==> config.mk <==
export PLATFORM = sky130hd
export DESIGN_NAME = pspin_top
export DESIGN_NICKNAME = d
export VERILOG_FILES = /design/src/source/pspin_pkg.sv /design/src/source/her_queue.sv /design/src/source/task_scheduler.sv /design/src/source/hpu_cluster.sv /design/src/source/feedback_arbiter.sv /design/src/source/pspin_top.sv
export SDC_FILE = /design/constraint.sdc
export NUM_CORES = 1
export LEC_CHECK = 0
export ABC_AREA = 1
export BUFFER_PORTS_ARGS = -buffer_cell sky130_fd_sc_hd__buf_2
export CORE_MARGIN = 3
export CORE_UTILIZATION = 45
export CTS_BUF_LIST = sky130_fd_sc_hd__clkbuf_4 sky130_fd_sc_hd__clkbuf_8
export CTS_CLUSTER_DIAMETER = 150
export DETAILED_ROUTE_END_ITERATION = 6
export SETUP_SLACK_MARGIN = 0.05
export SYNTH_ARGS = -nofsm -noshare
export SYNTH_HDL_FRONTEND = slang
export SYNTH_SLANG_ARGS = --single-unit
export TNS_END_PERCENT = 50
==> constraint.sdc <==
create_clock -name clk_i -period 5.9 [get_ports clk_i]
set_input_delay 0.885 -clock clk_i [delete_from_list [all_inputs] [get_ports clk_i]]
set_output_delay 0.885 -clock clk_i [all_outputs]
set_load 0.01 [all_outputs]
==> src/source/pspin_pkg.sv <==
// PsPIN scheduling package with sizes, descriptor formats and boot timing
package pspin_pkg;

  // System sizes
  localparam int NUM_CLUSTERS         = 4;
  localparam int NUM_HERS_PER_CLUSTER = 2;
  localparam int HER_QUEUE_DEPTH      = 4;
  localparam int BOOT_CYCLES          = 8;

  // Descriptor field widths
  localparam int MSG_ID_WIDTH         = 8;
  localparam int PKT_ADDR_WIDTH       = 16;
  localparam int PKT_LEN_WIDTH        = 12;
  localparam int HANDLER_CYCLES_WIDTH = 6;
  localparam int CLUSTER_ID_WIDTH     = 2;

  // Derived counter and pointer widths
  localparam int QUEUE_PTR_WIDTH = (HER_QUEUE_DEPTH > 1) ? $clog2(HER_QUEUE_DEPTH) : 1;
  localparam int QUEUE_CNT_WIDTH = $clog2(HER_QUEUE_DEPTH + 1);
  localparam int SLOT_PTR_WIDTH  = (NUM_HERS_PER_CLUSTER > 1) ? $clog2(NUM_HERS_PER_CLUSTER) : 1;
  localparam int SLOT_CNT_WIDTH  = $clog2(NUM_HERS_PER_CLUSTER + 1);
  localparam int CREDIT_WIDTH    = $clog2(NUM_HERS_PER_CLUSTER + 1);
  localparam int BOOT_CNT_WIDTH  = $clog2(BOOT_CYCLES + 1);

  typedef logic [CLUSTER_ID_WIDTH-1:0] cluster_id_t;

  // Handler execution request from the NIC inbound engine
  typedef struct packed {
    logic [MSG_ID_WIDTH-1:0]         msg_id;
    logic [PKT_ADDR_WIDTH-1:0]       pkt_addr;
    logic [PKT_LEN_WIDTH-1:0]        pkt_len;
    logic [HANDLER_CYCLES_WIDTH-1:0] handler_cycles;
    logic                            pinned;
  } her_descr_t;

  // Task as seen by a cluster, pinning already resolved
  typedef struct packed {
    logic [MSG_ID_WIDTH-1:0]         msg_id;
    logic [PKT_ADDR_WIDTH-1:0]       pkt_addr;
    logic [PKT_LEN_WIDTH-1:0]        pkt_len;
    logic [HANDLER_CYCLES_WIDTH-1:0] handler_cycles;
  } handler_task_t;

  // Completion notice back to the NIC
  typedef struct packed {
    logic [MSG_ID_WIDTH-1:0]   msg_id;
    logic [PKT_ADDR_WIDTH-1:0] pkt_addr;
    logic [PKT_LEN_WIDTH-1:0]  pkt_len;
    cluster_id_t               cluster_id;
  } feedback_descr_t;

endpackage

==> src/source/her_queue.sv <==
// HER queue, a circular FIFO that buffers handler execution requests from the NIC
module her_queue (
  input  logic                  clk_i,
  input  logic                  reset_i,
  input  logic                  her_valid_i,
  output logic                  her_ready_o,
  input  pspin_pkg::her_descr_t her_i,
  output logic                  req_valid_o,
  input  logic                  req_ready_i,
  output pspin_pkg::her_descr_t req_o
);
  import pspin_pkg::*;

  her_descr_t                 mem_q [HER_QUEUE_DEPTH];
  logic [QUEUE_PTR_WIDTH-1:0] wr_ptr_q;
  logic [QUEUE_PTR_WIDTH-1:0] rd_ptr_q;
  logic [QUEUE_CNT_WIDTH-1:0] count_q;
  logic                       push;
  logic                       pop;

  // Full only when every entry is taken
  assign her_ready_o = (count_q != QUEUE_CNT_WIDTH'(HER_QUEUE_DEPTH));
  assign req_valid_o = (count_q != '0);
  assign req_o       = mem_q[rd_ptr_q];

  assign push = her_valid_i & her_ready_o;
  assign pop  = req_valid_o & req_ready_i;

  always_ff @(posedge clk_i) begin
    if (push) begin
      mem_q[wr_ptr_q] <= her_i;
    end
  end

  always_ff @(posedge clk_i) begin
    if (reset_i) begin
      wr_ptr_q <= '0;
      rd_ptr_q <= '0;
      count_q  <= '0;
    end else begin
      if (push) begin
        wr_ptr_q <= (wr_ptr_q == QUEUE_PTR_WIDTH'(HER_QUEUE_DEPTH - 1)) ? '0 : wr_ptr_q + 1'b1;
      end
      if (pop) begin
        rd_ptr_q <= (rd_ptr_q == QUEUE_PTR_WIDTH'(HER_QUEUE_DEPTH - 1)) ? '0 : rd_ptr_q + 1'b1;
      end
      // Simultaneous push and pop leaves the fill level unchanged
      if (push && !pop) begin
        count_q <= count_q + 1'b1;
      end else if (pop && !push) begin
        count_q <= count_q - 1'b1;
      end
    end
  end

endmodule

==> src/source/task_scheduler.sv <==
// Inter-cluster scheduler, picks a target cluster per request and tracks slot credits
module task_scheduler (
  input  logic                                   clk_i,
  input  logic                                   reset_i,
  input  logic                                   req_valid_i,
  output logic                                   req_ready_o,
  input  pspin_pkg::her_descr_t                  req_i,
  input  logic [pspin_pkg::NUM_CLUSTERS-1:0]     cluster_active_i,
  input  logic [pspin_pkg::NUM_CLUSTERS-1:0]     credit_return_i,
  output logic [pspin_pkg::NUM_CLUSTERS-1:0]     task_valid_o,
  output pspin_pkg::handler_task_t               task_o
);
  import pspin_pkg::*;

  logic [CREDIT_WIDTH-1:0] credit_q [NUM_CLUSTERS];
  cluster_id_t             target;
  logic                    found;
  logic                    accept;
  logic [NUM_CLUSTERS-1:0] take;

  always_comb begin
    found  = 1'b0;
    target = '0;
    if (req_i.pinned) begin
      target = cluster_id_t'(req_i.msg_id % NUM_CLUSTERS);
      found  = cluster_active_i[target] && (credit_q[target] != '0);
    end else begin
      // Scan downwards so the lowest eligible index is kept
      for (int i = NUM_CLUSTERS - 1; i >= 0; i--) begin
        if (cluster_active_i[i] && (credit_q[i] != '0)) begin
          found  = 1'b1;
          target = cluster_id_t'(i);
        end
      end
    end
  end

  // Stall while the chosen cluster cannot take another task
  assign req_ready_o = found;
  assign accept      = req_valid_i & found;
  assign take        = accept ? (NUM_CLUSTERS'(1) << target) : '0;

  always_ff @(posedge clk_i) begin
    if (reset_i) begin
      task_valid_o <= '0;
      for (int i = 0; i < NUM_CLUSTERS; i++) begin
        credit_q[i] <= CREDIT_WIDTH'(NUM_HERS_PER_CLUSTER);
      end
    end else begin
      task_valid_o <= take;
      for (int i = 0; i < NUM_CLUSTERS; i++) begin
        if (take[i] && !credit_return_i[i]) begin
          credit_q[i] <= credit_q[i] - 1'b1;
        end else if (credit_return_i[i] && !take[i]) begin
          credit_q[i] <= credit_q[i] + 1'b1;
        end
      end
    end
  end

  // Shared task bus, qualified by the one-hot valid
  always_ff @(posedge clk_i) begin
    if (accept) begin
      task_o.msg_id         <= req_i.msg_id;
      task_o.pkt_addr       <= req_i.pkt_addr;
      task_o.pkt_len        <= req_i.pkt_len;
      task_o.handler_cycles <= req_i.handler_cycles;
    end
  end

endmodule

==> src/source/hpu_cluster.sv <==
// Handler cluster model with task slots, a handler timer and completion feedback
module hpu_cluster (
  input  logic                       clk_i,
  input  logic                       reset_i,
  input  pspin_pkg::cluster_id_t     cluster_id_i,
  input  logic                       task_valid_i,
  input  pspin_pkg::handler_task_t   task_i,
  output logic                       feedback_valid_o,
  input  logic                       feedback_ready_i,
  output pspin_pkg::feedback_descr_t feedback_o,
  output logic                       cluster_active_o
);
  import pspin_pkg::*;

  handler_task_t                   slot_q [NUM_HERS_PER_CLUSTER];
  logic [SLOT_PTR_WIDTH-1:0]       wr_ptr_q;
  logic [SLOT_PTR_WIDTH-1:0]       rd_ptr_q;
  logic [SLOT_CNT_WIDTH-1:0]       count_q;
  logic [BOOT_CNT_WIDTH-1:0]       boot_cnt_q;
  logic [HANDLER_CYCLES_WIDTH-1:0] timer_q;
  logic                            running_q;
  logic                            done_q;
  handler_task_t                   head;
  logic                            start;
  logic                            pop;

  assign head  = slot_q[rd_ptr_q];
  assign start = !running_q && !done_q && (count_q != '0);
  // Slot is freed only once the NIC side has taken the feedback
  assign pop   = done_q & feedback_ready_i;

  assign cluster_active_o = (boot_cnt_q == BOOT_CNT_WIDTH'(BOOT_CYCLES));
  assign feedback_valid_o = done_q;

  always_comb begin
    feedback_o.msg_id     = head.msg_id;
    feedback_o.pkt_addr   = head.pkt_addr;
    feedback_o.pkt_len    = head.pkt_len;
    feedback_o.cluster_id = cluster_id_i;
  end

  always_ff @(posedge clk_i) begin
    if (task_valid_i) begin
      slot_q[wr_ptr_q] <= task_i;
    end
  end

  always_ff @(posedge clk_i) begin
    if (reset_i) begin
      wr_ptr_q   <= '0;
      rd_ptr_q   <= '0;
      count_q    <= '0;
      boot_cnt_q <= '0;
      timer_q    <= '0;
      running_q  <= 1'b0;
      done_q     <= 1'b0;
    end else begin
      if (!cluster_active_o) begin
        boot_cnt_q <= boot_cnt_q + 1'b1;
      end
      if (task_valid_i) begin
        wr_ptr_q <= (wr_ptr_q == SLOT_PTR_WIDTH'(NUM_HERS_PER_CLUSTER - 1)) ? '0 : wr_ptr_q + 1'b1;
      end
      if (pop) begin
        rd_ptr_q <= (rd_ptr_q == SLOT_PTR_WIDTH'(NUM_HERS_PER_CLUSTER - 1)) ? '0 : rd_ptr_q + 1'b1;
        done_q   <= 1'b0;
      end
      if (task_valid_i && !pop) begin
        count_q <= count_q + 1'b1;
      end else if (pop && !task_valid_i) begin
        count_q <= count_q - 1'b1;
      end
      // Handler occupies handler_cycles+1 cycles
      if (start) begin
        timer_q   <= head.handler_cycles;
        running_q <= 1'b1;
      end else if (running_q) begin
        if (timer_q == '0) begin
          running_q <= 1'b0;
          done_q    <= 1'b1;
        end else begin
          timer_q <= timer_q - 1'b1;
        end
      end
    end
  end

endmodule

==> src/source/feedback_arbiter.sv <==
// Feedback arbiter, round-robin over cluster completions into a one-entry NIC buffer
module feedback_arbiter (
  input  logic                                                clk_i,
  input  logic                                                reset_i,
  input  logic [pspin_pkg::NUM_CLUSTERS-1:0]                  fb_valid_i,
  output logic [pspin_pkg::NUM_CLUSTERS-1:0]                  fb_ready_o,
  input  pspin_pkg::feedback_descr_t [pspin_pkg::NUM_CLUSTERS-1:0] fb_i,
  output logic                                                nic_feedback_valid_o,
  input  logic                                                nic_feedback_ready_i,
  output pspin_pkg::feedback_descr_t                          nic_feedback_o,
  output logic [pspin_pkg::NUM_CLUSTERS-1:0]                  credit_return_o
);
  import pspin_pkg::*;

  cluster_id_t rr_q;
  cluster_id_t grant_idx;
  logic        grant_found;
  logic        can_take;
  logic        take;

  // First valid cluster at or after the round-robin pointer
  always_comb begin
    int idx;
    grant_found = 1'b0;
    grant_idx   = rr_q;
    for (int k = 0; k < NUM_CLUSTERS; k++) begin
      idx = int'(rr_q) + k;
      if (idx >= NUM_CLUSTERS) begin
        idx = idx - NUM_CLUSTERS;
      end
      if (!grant_found && fb_valid_i[idx]) begin
        grant_found = 1'b1;
        grant_idx   = cluster_id_t'(idx);
      end
    end
  end

  // Buffer takes a new winner when empty or emptying this cycle
  assign can_take = !nic_feedback_valid_o || nic_feedback_ready_i;
  assign take     = can_take && grant_found;

  always_comb begin
    fb_ready_o = '0;
    if (take) begin
      fb_ready_o[grant_idx] = 1'b1;
    end
  end

  assign credit_return_o = fb_valid_i & fb_ready_o;

  always_ff @(posedge clk_i) begin
    if (reset_i) begin
      nic_feedback_valid_o <= 1'b0;
      rr_q                 <= '0;
    end else if (take) begin
      nic_feedback_valid_o <= 1'b1;
      rr_q <= (grant_idx == cluster_id_t'(NUM_CLUSTERS - 1)) ? '0 : grant_idx + 1'b1;
    end else if (nic_feedback_ready_i) begin
      nic_feedback_valid_o <= 1'b0;
    end
  end

  always_ff @(posedge clk_i) begin
    if (take) begin
      nic_feedback_o <= fb_i[grant_idx];
    end
  end

endmodule

==> src/source/pspin_top.sv <==
// PsPIN top, request queue into scheduler, handler clusters and feedback arbiter
module pspin_top (
  input  logic                       clk_i,
  input  logic                       reset_i,
  input  logic                       her_valid_i,
  output logic                       her_ready_o,
  input  pspin_pkg::her_descr_t      her_i,
  output logic                       nic_feedback_valid_o,
  input  logic                       nic_feedback_ready_i,
  output pspin_pkg::feedback_descr_t nic_feedback_o,
  output logic                       pspin_active_o
);
  import pspin_pkg::*;

  // Queue to scheduler
  logic                                  req_valid;
  logic                                  req_ready;
  her_descr_t                            req;

  // Scheduler to clusters
  logic [NUM_CLUSTERS-1:0]               task_valid;
  handler_task_t                         task_bus;

  // Clusters to arbiter and back
  logic [NUM_CLUSTERS-1:0]               fb_valid;
  logic [NUM_CLUSTERS-1:0]               fb_ready;
  feedback_descr_t [NUM_CLUSTERS-1:0]    fb;
  logic [NUM_CLUSTERS-1:0]               credit_return;
  logic [NUM_CLUSTERS-1:0]               cluster_active;

  // Active once every cluster has booted
  assign pspin_active_o = &cluster_active;

  her_queue i_her_queue (
    .clk_i       (clk_i),
    .reset_i     (reset_i),
    .her_valid_i (her_valid_i),
    .her_ready_o (her_ready_o),
    .her_i       (her_i),
    .req_valid_o (req_valid),
    .req_ready_i (req_ready),
    .req_o       (req)
  );

  task_scheduler i_task_scheduler (
    .clk_i            (clk_i),
    .reset_i          (reset_i),
    .req_valid_i      (req_valid),
    .req_ready_o      (req_ready),
    .req_i            (req),
    .cluster_active_i (cluster_active),
    .credit_return_i  (credit_return),
    .task_valid_o     (task_valid),
    .task_o           (task_bus)
  );

  for (genvar i = 0; i < NUM_CLUSTERS; i++) begin : gen_clusters
    hpu_cluster i_cluster (
      .clk_i            (clk_i),
      .reset_i          (reset_i),
      .cluster_id_i     (cluster_id_t'(i)),
      .task_valid_i     (task_valid[i]),
      .task_i           (task_bus),
      .feedback_valid_o (fb_valid[i]),
      .feedback_ready_i (fb_ready[i]),
      .feedback_o       (fb[i]),
      .cluster_active_o (cluster_active[i])
    );
  end

  feedback_arbiter i_feedback_arbiter (
    .clk_i                (clk_i),
    .reset_i              (reset_i),
    .fb_valid_i           (fb_valid),
    .fb_ready_o           (fb_ready),
    .fb_i                 (fb),
    .nic_feedback_valid_o (nic_feedback_valid_o),
    .nic_feedback_ready_i (nic_feedback_ready_i),
    .nic_feedback_o       (nic_feedback_o),
    .credit_return_o      (credit_return)
  );

endmodule

# Word level (Yosys, flattened, before mapping)
# Memories as Yosys holds them, arrays and structs flattened. A register that Yosys moved wholly into a read port is not among the register bits.
# Cells that the tools add are included.
[word_totals]
n_memories = 6
in_bits = 47
ramBits = 516
out_inout_bits = 41
reg_bits = 158
[memory_table]
columns = ["memory", "words", "width", "rd", "rd_ports_with_merged_regs", "write_ports", "line_no", "source"]
rows = [
  ["i_her_queue.mem_q", 4, 43, 1, 1, 1, "her_queue.sv:14", "her_descr_t mem_q [HER_QUEUE_DEPTH];"],
  ["gen_clusters[0].i_cluster.slot_q", 2, 42, 1, 1, 1, "hpu_cluster.sv:15", "handler_task_t slot_q [NUM_HERS_PER_CLUSTER];"],
  ["gen_clusters[1].i_cluster.slot_q", 2, 42, 1, 1, 1, "hpu_cluster.sv:15", ""],
  ["gen_clusters[2].i_cluster.slot_q", 2, 42, 1, 1, 1, "hpu_cluster.sv:15", ""],
  ["gen_clusters[3].i_cluster.slot_q", 2, 42, 1, 1, 1, "hpu_cluster.sv:15", ""],
  ["i_task_scheduler.credit_q", 4, 2, 5, 0, 4, "task_scheduler.sv:15", "logic [CREDIT_WIDTH-1:0] credit_q [NUM_CLUSTERS];"],
]
[classes]
n_addsub = 44
n_lt_le_gt_ge = 11
shifts = 1
mux = 163
eq_ne = 12
reduce_logical = 96
bitwise = 15
[op_table]
columns = ["cell", "n"]
rows = [
  ["32-bit by 4-bit less-than comparator with 1-bit output, second input constant", 4],
  ["32-bit two-way mux", 4],
  ["1-bit two-way mux", 105],
  ["32-bit by 4-bit greater-or-equal comparator with 1-bit output, second input constant", 3],
  ["32-bit by 4-bit subtractor with 32-bit output, second input constant", 3],
  ["38-bit binary-select mux with 2-bit select", 1],
  ["6-bit two-way mux", 12],
  ["2-bit two-way mux", 30],
  ["38-bit two-way mux", 1],
  ["2-bit nonzero test", 19],
  ["1-bit logical AND", 36],
  ["1-bit logical NOT", 30],
  ["6-bit logical NOT", 4],
  ["6-bit by 1-bit subtractor with 6-bit output, second input constant", 4],
  ["2-bit by 1-bit adder with 2-bit output, second input constant", 11],
  ["4-bit by 1-bit adder with 4-bit output, second input constant", 4],
  ["4-bit == test, second input constant", 4],
  ["2-bit by 1-bit subtractor with 2-bit output, second input constant", 8],
  ["1-bit binary-select mux with 2-bit select", 5],
  ["1-bit adder, second input constant", 8],
  ["4-bit two-way mux", 2],
  ["2-bit by 1-bit != test with 1-bit output, second input constant", 4],
  ["1-bit bitwise OR", 8],
  ["2-bit AND reduction", 4],
  ["other kinds (18)", 28],
]

# Logic depth before layout (Yosys ltp)
# Gate-level depths: netlist of run 1.
[depth]
depth_word = 28
mapped_depth = 18

# By module
# Synthesis of run 1 repeated with hierarchy kept, for this count alone.
[unflattened]
hier_cells = 2339
area_unflattened_um2 = 28386.0
[by_module_without_submodules]
columns = ["module", "cells_per_inst", "area_per_inst_um2", "n_inst"]
rows = [
  ["hpu_cluster (gen_clusters[0].i_cluster ...)", 270, 3951.3, 3],
  ["her_queue", 484, 6849.1, 1],
  ["hpu_cluster (gen_clusters[3].i_cluster)", 338, 3926.3, 1],
  ["feedback_arbiter", 537, 3558.4, 1],
  ["task_scheduler", 165, 2179.6, 1],
  ["pspin_top", 5, 18.8, 1],
]

# Worst setup path after synthesis of run 1
# Ideal clock, no wire load.
[synth_timing]
kind = "in2reg"
from = "in her_valid_i"
to = "mem i_her_queue.mem_q[0][0] (netlist name) (enable)"
arrival_ns = 2.870
path_slack_ns = 2.587
stages = 2
path_cell_list = "nand2_1 nor2_1"
[synth_via]
elab_chain_len = 3
[synth_rtl]
columns = ["item", "line_no", "source"]
rows = [
  ["from (decl)", "pspin_top.sv:5", "input logic her_valid_i,"],
  ["1-bit AND", "her_queue.sv:26", "assign push = her_valid_i & her_ready_o;"],
  ["1-bit two-way mux", "her_queue.sv:30", "if (push) begin"],
  ["1-bit two-way mux (implied by the code)", "her_queue.sv:31", "mem_q[wr_ptr_q] <= her_i;"],
  ["to (decl)", "her_queue.sv:14", ""],
]
# Every way passes these cells.

==> results.md, run 1 <==
* Most frequent cell on the critical path: nand2_1
* Post-synthesis cell type with the largest combined area: edfxtp_1
* Worst Tran Pin Value at 1.03 ns
* Library cell with the highest instance count after synthesis: nand2_1
* Main combinational cell family by area after synthesis: simple AND/OR/NAND/NOR gates
* Count of final setup violators at 0
* # Post-CTS Setup Buffers at 0
* Length of the first detailed-routing pass in iterations at 5
* Mean cell area of the mapped netlist at 12.1 sq um
* CTS sink count at 680
* Power density over the cells at 503 nW/um^2
* Number of levels the H-tree was split into at 3
* Share of synthesized registers carrying an async set or reset at 0%
* Top post-synthesis cells by count: 610 x nand2_1, 596 x edfxtp_1, 182 x nand3_1
* Count of synthesis-stage warnings from yosys at 0
* Clock buffers created by TritonCTS at 108
* Critical path start-end classification: reg -> reg
* GR Layer Usage met2 at 31.7%
* Vias at 16700
* Total detailed-routing wirelength at 60500 um
* Initial Utilization at 46.0%
* Post-synthesis net count at 2293
* Global placement routability congestion at 0.818
* Latest clock arrival within the worst-skew pair at 0.70 ns
* First-pass GRT wire length at 93500 um
* Fraction of layout instances using a drive strength above 1 at 14.4%
* Combinational share of power at 25.7%
* Clock network fraction of design power at 26.9%
* Critical Path Sink Type: flop
* WP data arrival at 3.91 ns
* Die Y at 250 um
* Number of routed nets with antenna violations at 0
* Detailed-route DRC error count at 0
* Core Area at 58200 sq um
* Sequential cell area fraction in the yosys report at 73.1%
* Die area at 62400 sq um
* Most frequently used flop master after synthesis: edfxtp_1
* Cell leakage power at 11.1 nW
* Complex-gate fraction of the synthesized area at 5.82%
* Post-DP HPWL at 34000 um
* Fraction of power consumed by sequential logic at 47.3%
* Status: finished clean
* Post-synthesis share of cell area spent on and, or, nand and nor gates at 15.9%
* Clock tree from TritonCTS: yes
* Post-synthesis share of cell area spent on full adders, half adders and majority gates at 1.38%
* GRT overflow at 0
* Worst path max stage delay at 0.59 ns
* Largest net degree at the start of global routing at 81
* Top Family by Delay on Critical Path: buffers and inverters
* Largest buffer count on any clock path at 3
* Vias in the first global route at 16500
* Total routing usage reported by global routing at 19.3%
* Final hold slack at 0.400 ns
* Final net count at 2425
* Count of boundary I/O pins at 88
* Cell internal pwr at 9.92 mW
* Min Clock Period, post-route at 3.34 ns
* Layout filler cell count at 4919
* Area of the mapped netlist at 26800 sq um
* Count of maximum capacitance violations at 0
* Cell chain of the critical path: buf_4 > inv_2 > nand2_1 > nand3_1 > nand2_1 > nand2_1 > nor2_1 > nor2_1 > nand2_1 > ha_1 > inv_1 > fa_1 > a21oi_1 > o21ai_0 > o21ai_0 > a21oi_1
* Floorplan die width at 250 um
* Area Overhead vs Synth at 13.0%
* Resize count post-CTS at 0
* Gr busiest metal: met2
* Fraction of met1 tracks used by global routing at 25.8%
* Post-CTS clock slew at the launch and capture registers of the worst setup and hold paths at 0.06 ns
* DRC marker count from the first detailed-route iteration at 1184
* Category of the worst setup path launch point: flop
* Fraction of synthesized area in multiplexers at 0%
* Total count of hold-check failures in the final report at 0
* Area share of the leading cell type in the synthesized netlist at 66.9%
* Number of pins exceeding their max-slew limit in the final report at 0
* EDFF count, synth at 596
* Worst setup skew after layout at 0.0292 ns
* Total Power at 15.2 mW
* Period utilization at 56.6%
* Utilization of the core after routing at 51.9%
* WP buf/inv at 3
* Buffer cell driving the clock tree root: clkbuf_8
* Via-per-instance ratio at 5.22
* Required time of the critical path at 6.46 ns
* Synthesized instance count at 2217
* Class of the tightest hold or removal check: in -> reg
* Maximum clock rate at 299 MHz
* Cell with the largest stage delay on the worst path: buf_4
* Unrepaired setup endpoints after global routing: false
* Synth area leaders: edfxtp_1 67%, nand2_1 8.6%, dfxtp_1 6.3%
* Crit-path max FO at 65
* Sum of negative setup slack at 0 ns
* Number of storage elements in the synthesis netlist at 680
* Switching pwr at 5.29 mW
* Final routed wire length divided by cell count at 18.9 um
* Antenna violations before repair at 2
* Headroom to the max-slew limit at 31.0%
* Rows at 88
* XOR/XNOR share of the synthesized area at 0.524%
* Port bufs at 87
* Switching Share at 34.8%
* Maximum vdd ir drop at 0.319 mV
* Routing usage on met3 at 3.42%
* Number of unique standard cell types used by synthesis at 51
* Post-CTS Hold Fix Bufs at 0
## metrics by stage
stage / worst slack, ns / cells / cell area, sq um
after detailed placement: 2.59 / 3004 / 28000
after CTS: 2.56 / 3201 / 30200
final: 2.56 / 3205 / 30200
after global routing: 2.18 / 3203 / 30200
after global placement: 2.62 / 3004 / 28000
after floorplan: 2.59 / 2217 / 26800
## final timing paths
kind / start / end / slack, ns / cells past startpoint
max reg2reg: flop / i_her_queue.count_q[2]$_SDFFE_PP0P_ / 2.56 / 16
min reg2reg: gen_clusters[2].i_cluster.count_q[1]$_SDFFE_PP0P_ / gen_clusters[2].i_cluster.count_q[1]$_SDFFE_PP0P_ / 0.47 / 2
max: flop / i_her_queue.count_q[2]$_SDFFE_PP0P_ / 2.56 / 16
min: her_i[26] / i_her_queue.mem_q[0][26]$_DFFE_PP_ / 0.40 / 1
## per-layer routing
metal | share of wire (%) | vias up
met5 | 0 | -
met4 | 2.5 | 0
met3 | 6.1 | 104
met2 | 48 | 514
met1 | 43 | 8076
li1 | - | 8041
## state kept, by name (all words and copies together), names as in the netlist, 8 cells and up, named ones only
name                               count
i_task_scheduler.task_o               42
i_feedback_arbiter.nic_feedback_o     38
i_her_queue.mem_q                    172
i_task_scheduler.credit_q              8
gen_clusters.i_cluster.timer_q        24
gen_clusters.i_cluster.boot_cnt_q     16
gen_clusters.i_cluster.count_q         8
gen_clusters.i_cluster.slot_q        336
## final cells by class
cell class                 count  area (sq um)  share of cell area [%]
clock buffer                 155          1880                    6.23
tap                          765           957                    3.17
sequential                   680         19600                    64.8
inverter                     112           428                    1.42
antenna                        4          10.0                  0.0331
timing repair buffer         115           646                    2.14
multi-input combinational   1332          6390                    21.1
clock inverter                42           347                    1.15
## cell usage in the layout (no fill, tap or decap), drive strengths merged
cell type and count:
o21a 2, nor2 162, nand4 6, o21ai 129, a211oi 10, o22ai 41
clkbuf 155, a21oi 69, o31ai 4, a41oi 1, bufinv 5, clkinvlp 3
dfxtp 84, o211ai 8, a221oi 1, fa 1, ha 28, o211a 1
xnor2 4, inv 111, or4 2, xor2 12, diode 4, nand2 624
clkinv 35, nor3 22, or2 6, a31oi 10, buf 115, nor4 1
o2111ai 2, edfxtp 596, nand3 186
## kinds of logic after synthesis
kind of cell / after synthesis
AOI/OAI and AO/OA: 278
xor gates and xnor gates: 16
adders and majority gates: 29
buffers and inverters: 205
DFF: 680
and+or+nand+nor: 1009
## power by group through the flow
stage	logic [mW]	registers [mW]	clock network (mW)
floorplan	2.71	7.05	0
global placement	3.86	7.27	0
detailed placement	3.95	7.30	0
CTS	3.96	7.21	4.19
global route	4.40	7.30	4.43
finish	3.92	7.20	4.09
Power figures use the tool's default switching activity.
==> run 2, diff against run 1 <==
==> constraint.sdc (replaced) <==
create_clock -name clk_i -period 2.8 [get_ports clk_i]
set_input_delay 0.42 -clock clk_i [delete_from_list [all_inputs] [get_ports clk_i]]
set_output_delay 0.42 -clock clk_i [all_outputs]
set_load 0.01 [all_outputs]
==> run 2 against run 1 <==
Effect of this change: largest cell class unchanged; setup slack got worse by 2.3 ns; global-route usage barely moved; non-clock buffer count increased by 60; highest routed layer unchanged.
==> results.md, run 2 (same netlist as run 1, synthesis figures left out) <==
* Area Overhead vs Synth at 15.3%
* Top Layer Used: met4
* Final net count at 2484 (+2.4%)
* Die Y at 250 um (unchanged)
* Min Clock Period, post-route at 2.53 ns (-0.815 ns)
* Post-DP HPWL at 35000 um (+2.9%)
* Largest register FFs at 336 (unchanged)
* Count of final setup violators at 0 (unchanged)
* Largest net degree at the start of global routing at 81 (unchanged)
* Floorplan die width at 250 um (unchanged)
* Total routing usage reported by global routing at 19.3% (-0.044 points)
* Most flops, register: gen_clusters.i_cluster.slot_q
* Buffer cell driving the clock tree root: clkbuf_8
* Crit-path max FO at 16 (-75%)
* Most frequent cell on the critical path: nand2_1
* Count of boundary I/O pins at 88 (unchanged)
* Post-detailed-placement cell area at 28200 sq um (+0.83%)
* Period utilization at 90.3% (+34 points)
* Die area at 62400 sq um (unchanged)
* Path depth of the worst reg2reg path at 17 (+1)
* Status: finished clean
* Total count of hold-check failures in the final report at 0 (unchanged)
* Most common cell after layout, fill and taps aside: nand2_1
* Vias at 17100 (+2.2%)
* Post-CTS clock slew at the launch and capture registers of the worst setup and hold paths at 0.07 ns (about the same)
* Initial Utilization at 46.0% (unchanged)
* Fraction of layout instances using a drive strength above 1 at 15.2% (+0.77 points)
* CTS sink count at 680 (unchanged)
* Met3 wire length at 4340 um (+17%)
* GRT overflow at 0 (unchanged)
* Critical Path Sink Type: flop
* Total detailed-routing wirelength at 60400 um (about the same)
* Worst Tran Pin Value at 0.834 ns (-0.200 ns)
* Global placement routability congestion at 0.804 (-1.8%)
* First-pass GRT wire length at 95000 um (+1.7%)
* Top flop regs: gen_clusters.i_cluster.slot_q: 336 flops, i_her_queue.mem_q: 172 flops, i_task_scheduler.task_o: 42 flops
* Final hold slack at 0.0980 ns (-0.302 ns)
* Crit path setup slack, layout at 0.273 ns (-2.28 ns)
* Clock tree from TritonCTS: yes
* Unrepaired setup endpoints after global routing: true
* Latest clock arrival within the worst-skew pair at 0.70 ns (about the same)
* Area of the multi-input gates at 6420 sq um (+0.47%)
* Maximum clock rate at 396 MHz (+32%)
* Number of pins exceeding their max-slew limit in the final report at 0 (unchanged)
* Detailed-route DRC error count at 0 (unchanged)
* Worst hold path stage count at 2 (+1)
* Most frequent cells in the layout: 608 x nand2_1, 596 x edfxtp_1, 178 x nand3_1
* Rows at 88 (unchanged)
* Number of routed nets with antenna violations at 0 (unchanged)
* Worst setup timing slack at the placement stage at 0.0610 ns (-2.53 ns)
* Category of the worst setup path launch point: flop
* Worst setup skew after layout at 0.0395 ns (+0.0103 ns)
* Class of the tightest hold or removal check: in -> reg
* Final routed wire length divided by cell count at 18.5 um (-1.9%)
* Count of maximum capacitance violations at 0 (unchanged)
* Port bufs at 87 (unchanged)
* Largest buffer count on any clock path at 3 (unchanged)
* Required time of the critical path at 3.37 ns (-3.09 ns)
* Antenna violations before repair at 2 (unchanged)
* Critical path start-end classification: reg -> reg
* Length of the first detailed-routing pass in iterations at 5 (unchanged)
* WP data arrival at 3.09 ns (-0.82 ns)
* Cell chain of the critical path: buf_4 > nand2_1 > nand2_1 > nand2_2 > nand2_4 > nand2_2 > nand2_1 > nand2_1 > nand2_4 > nand2_8 > nor2_4 > nand2_4 > ha_1 > a21oi_1 > o21ai_0 > o21ai_0 > a21oi_1
* Seq. cell area at 19600 sq um (about the same)
* Worst path max stage delay at 0.40 ns (-0.19 ns)
* Core Area at 58200 sq um (unchanged)
* Power density over the cells at 1040 nW/um^2 (+110%)
* Layout filler cell count at 4871 (-0.98%)
* Clock buffers created by TritonCTS at 107 (-0.93%)
* Via-per-instance ratio at 5.24 (+0.36%)
* Total length of routed met2 wires at 28400 um (-2.2%)
* DRC marker count from the first detailed-route iteration at 1316 (+11%)
* Number of levels the H-tree was split into at 3 (unchanged)
* Cell leakage power at 11.4 nW (+2.5%)
* Maximum vdd ir drop at 0.665 mV (+110%)
* Total non-filler cell area in the finished layout at 30900 sq um (+2.0%)
* Headroom to the max-slew limit at 44.4% (+13 points)
* Cell with the largest stage delay on the worst path: dfxtp_4
* Detailed-route wire length on metal 1 at 26100 um (-0.13%)
* Vias in the first global route at 17000 (+3.3%)
-- run 2: report_power, final --
part           internal [mW]  total [mW]  switching [mW]
combinational           2.56        8.56            6.00
clock                   4.40        8.23            3.83
sequential              13.8        15.2            1.35
-- run 2: stage by stage --
step / instances / total power, mW / utilization (%) / setup TNS [ns]
6_report: 3263 / 32.0 / 53.0 / 0
2_1_floorplan: 2217 / 20.6 / - / -38.86
3_5_place_dp: 3020 / 23.9 / 48.5 / 0
5_1_grt: 3263 / 33.9 / 53.0 / 0
4_1_cts: 3260 / 32.3 / 52.9 / 0
3_3_place_gp: 3020 / 23.7 / 48.5 / 0
-- run 2: path summary, 6_finish.rpt --
check             slack (ns)                                               from                                                 to
setup / recovery        0.27            i_feedback_arbiter.rr_q[0]$_SDFFE_PP0P_  gen_clusters[0].i_cluster.count_q[1]$_SDFFE_PP0P_
hold / removal           0.1                                            reset_i                i_her_queue.count_q[0]$_SDFFE_PP0P_
setup reg to reg        0.27            i_feedback_arbiter.rr_q[0]$_SDFFE_PP0P_  gen_clusters[0].i_cluster.count_q[1]$_SDFFE_PP0P_
hold reg to reg         0.47  gen_clusters[3].i_cluster.count_q[1]$_SDFFE_PP0P_  gen_clusters[3].i_cluster.count_q[1]$_SDFFE_PP0P_
-- run 2: routing by layer --
layer,GRT usage (%),up-vias
met3,4.09,100
li1,-,8154
met1,25.7,8311
met5,0,-
met2,31.3,534
met4,6.98,0
-- run 2: area by class of cell --
cell class / count / area share [%]
inverters: 112 / 1.41
diodes: 2 / 0.0162
clock buffers: 147 / 5.85
flip-flops and latches: 680 / 63.5
repair buffers: 175 / 4.27
well taps: 765 / 3.10
clock inverters: 50 / 1.05
multi-input cells: 1332 / 20.8
-- run 2: what timing repair did --
action	4_1_cts	5_1_grt
hold buffers	43	0
endpoints found under the setup margin	1	7
gates resized for setup	1	20
hold endpoints to repair	172	0
pin swaps	0	1
setup buffers	0	1
-- run 2: worst max-delay path, delay by kind of cell, from the launching register on --
family	cells	cell delay [ns]
buffers and inverters	1	0.16
AOI/OAI and AO/OA	4	0.44
adders and majority gates	1	0.34
DFF	1	0.40
and+or+nand+nor	11	1.09
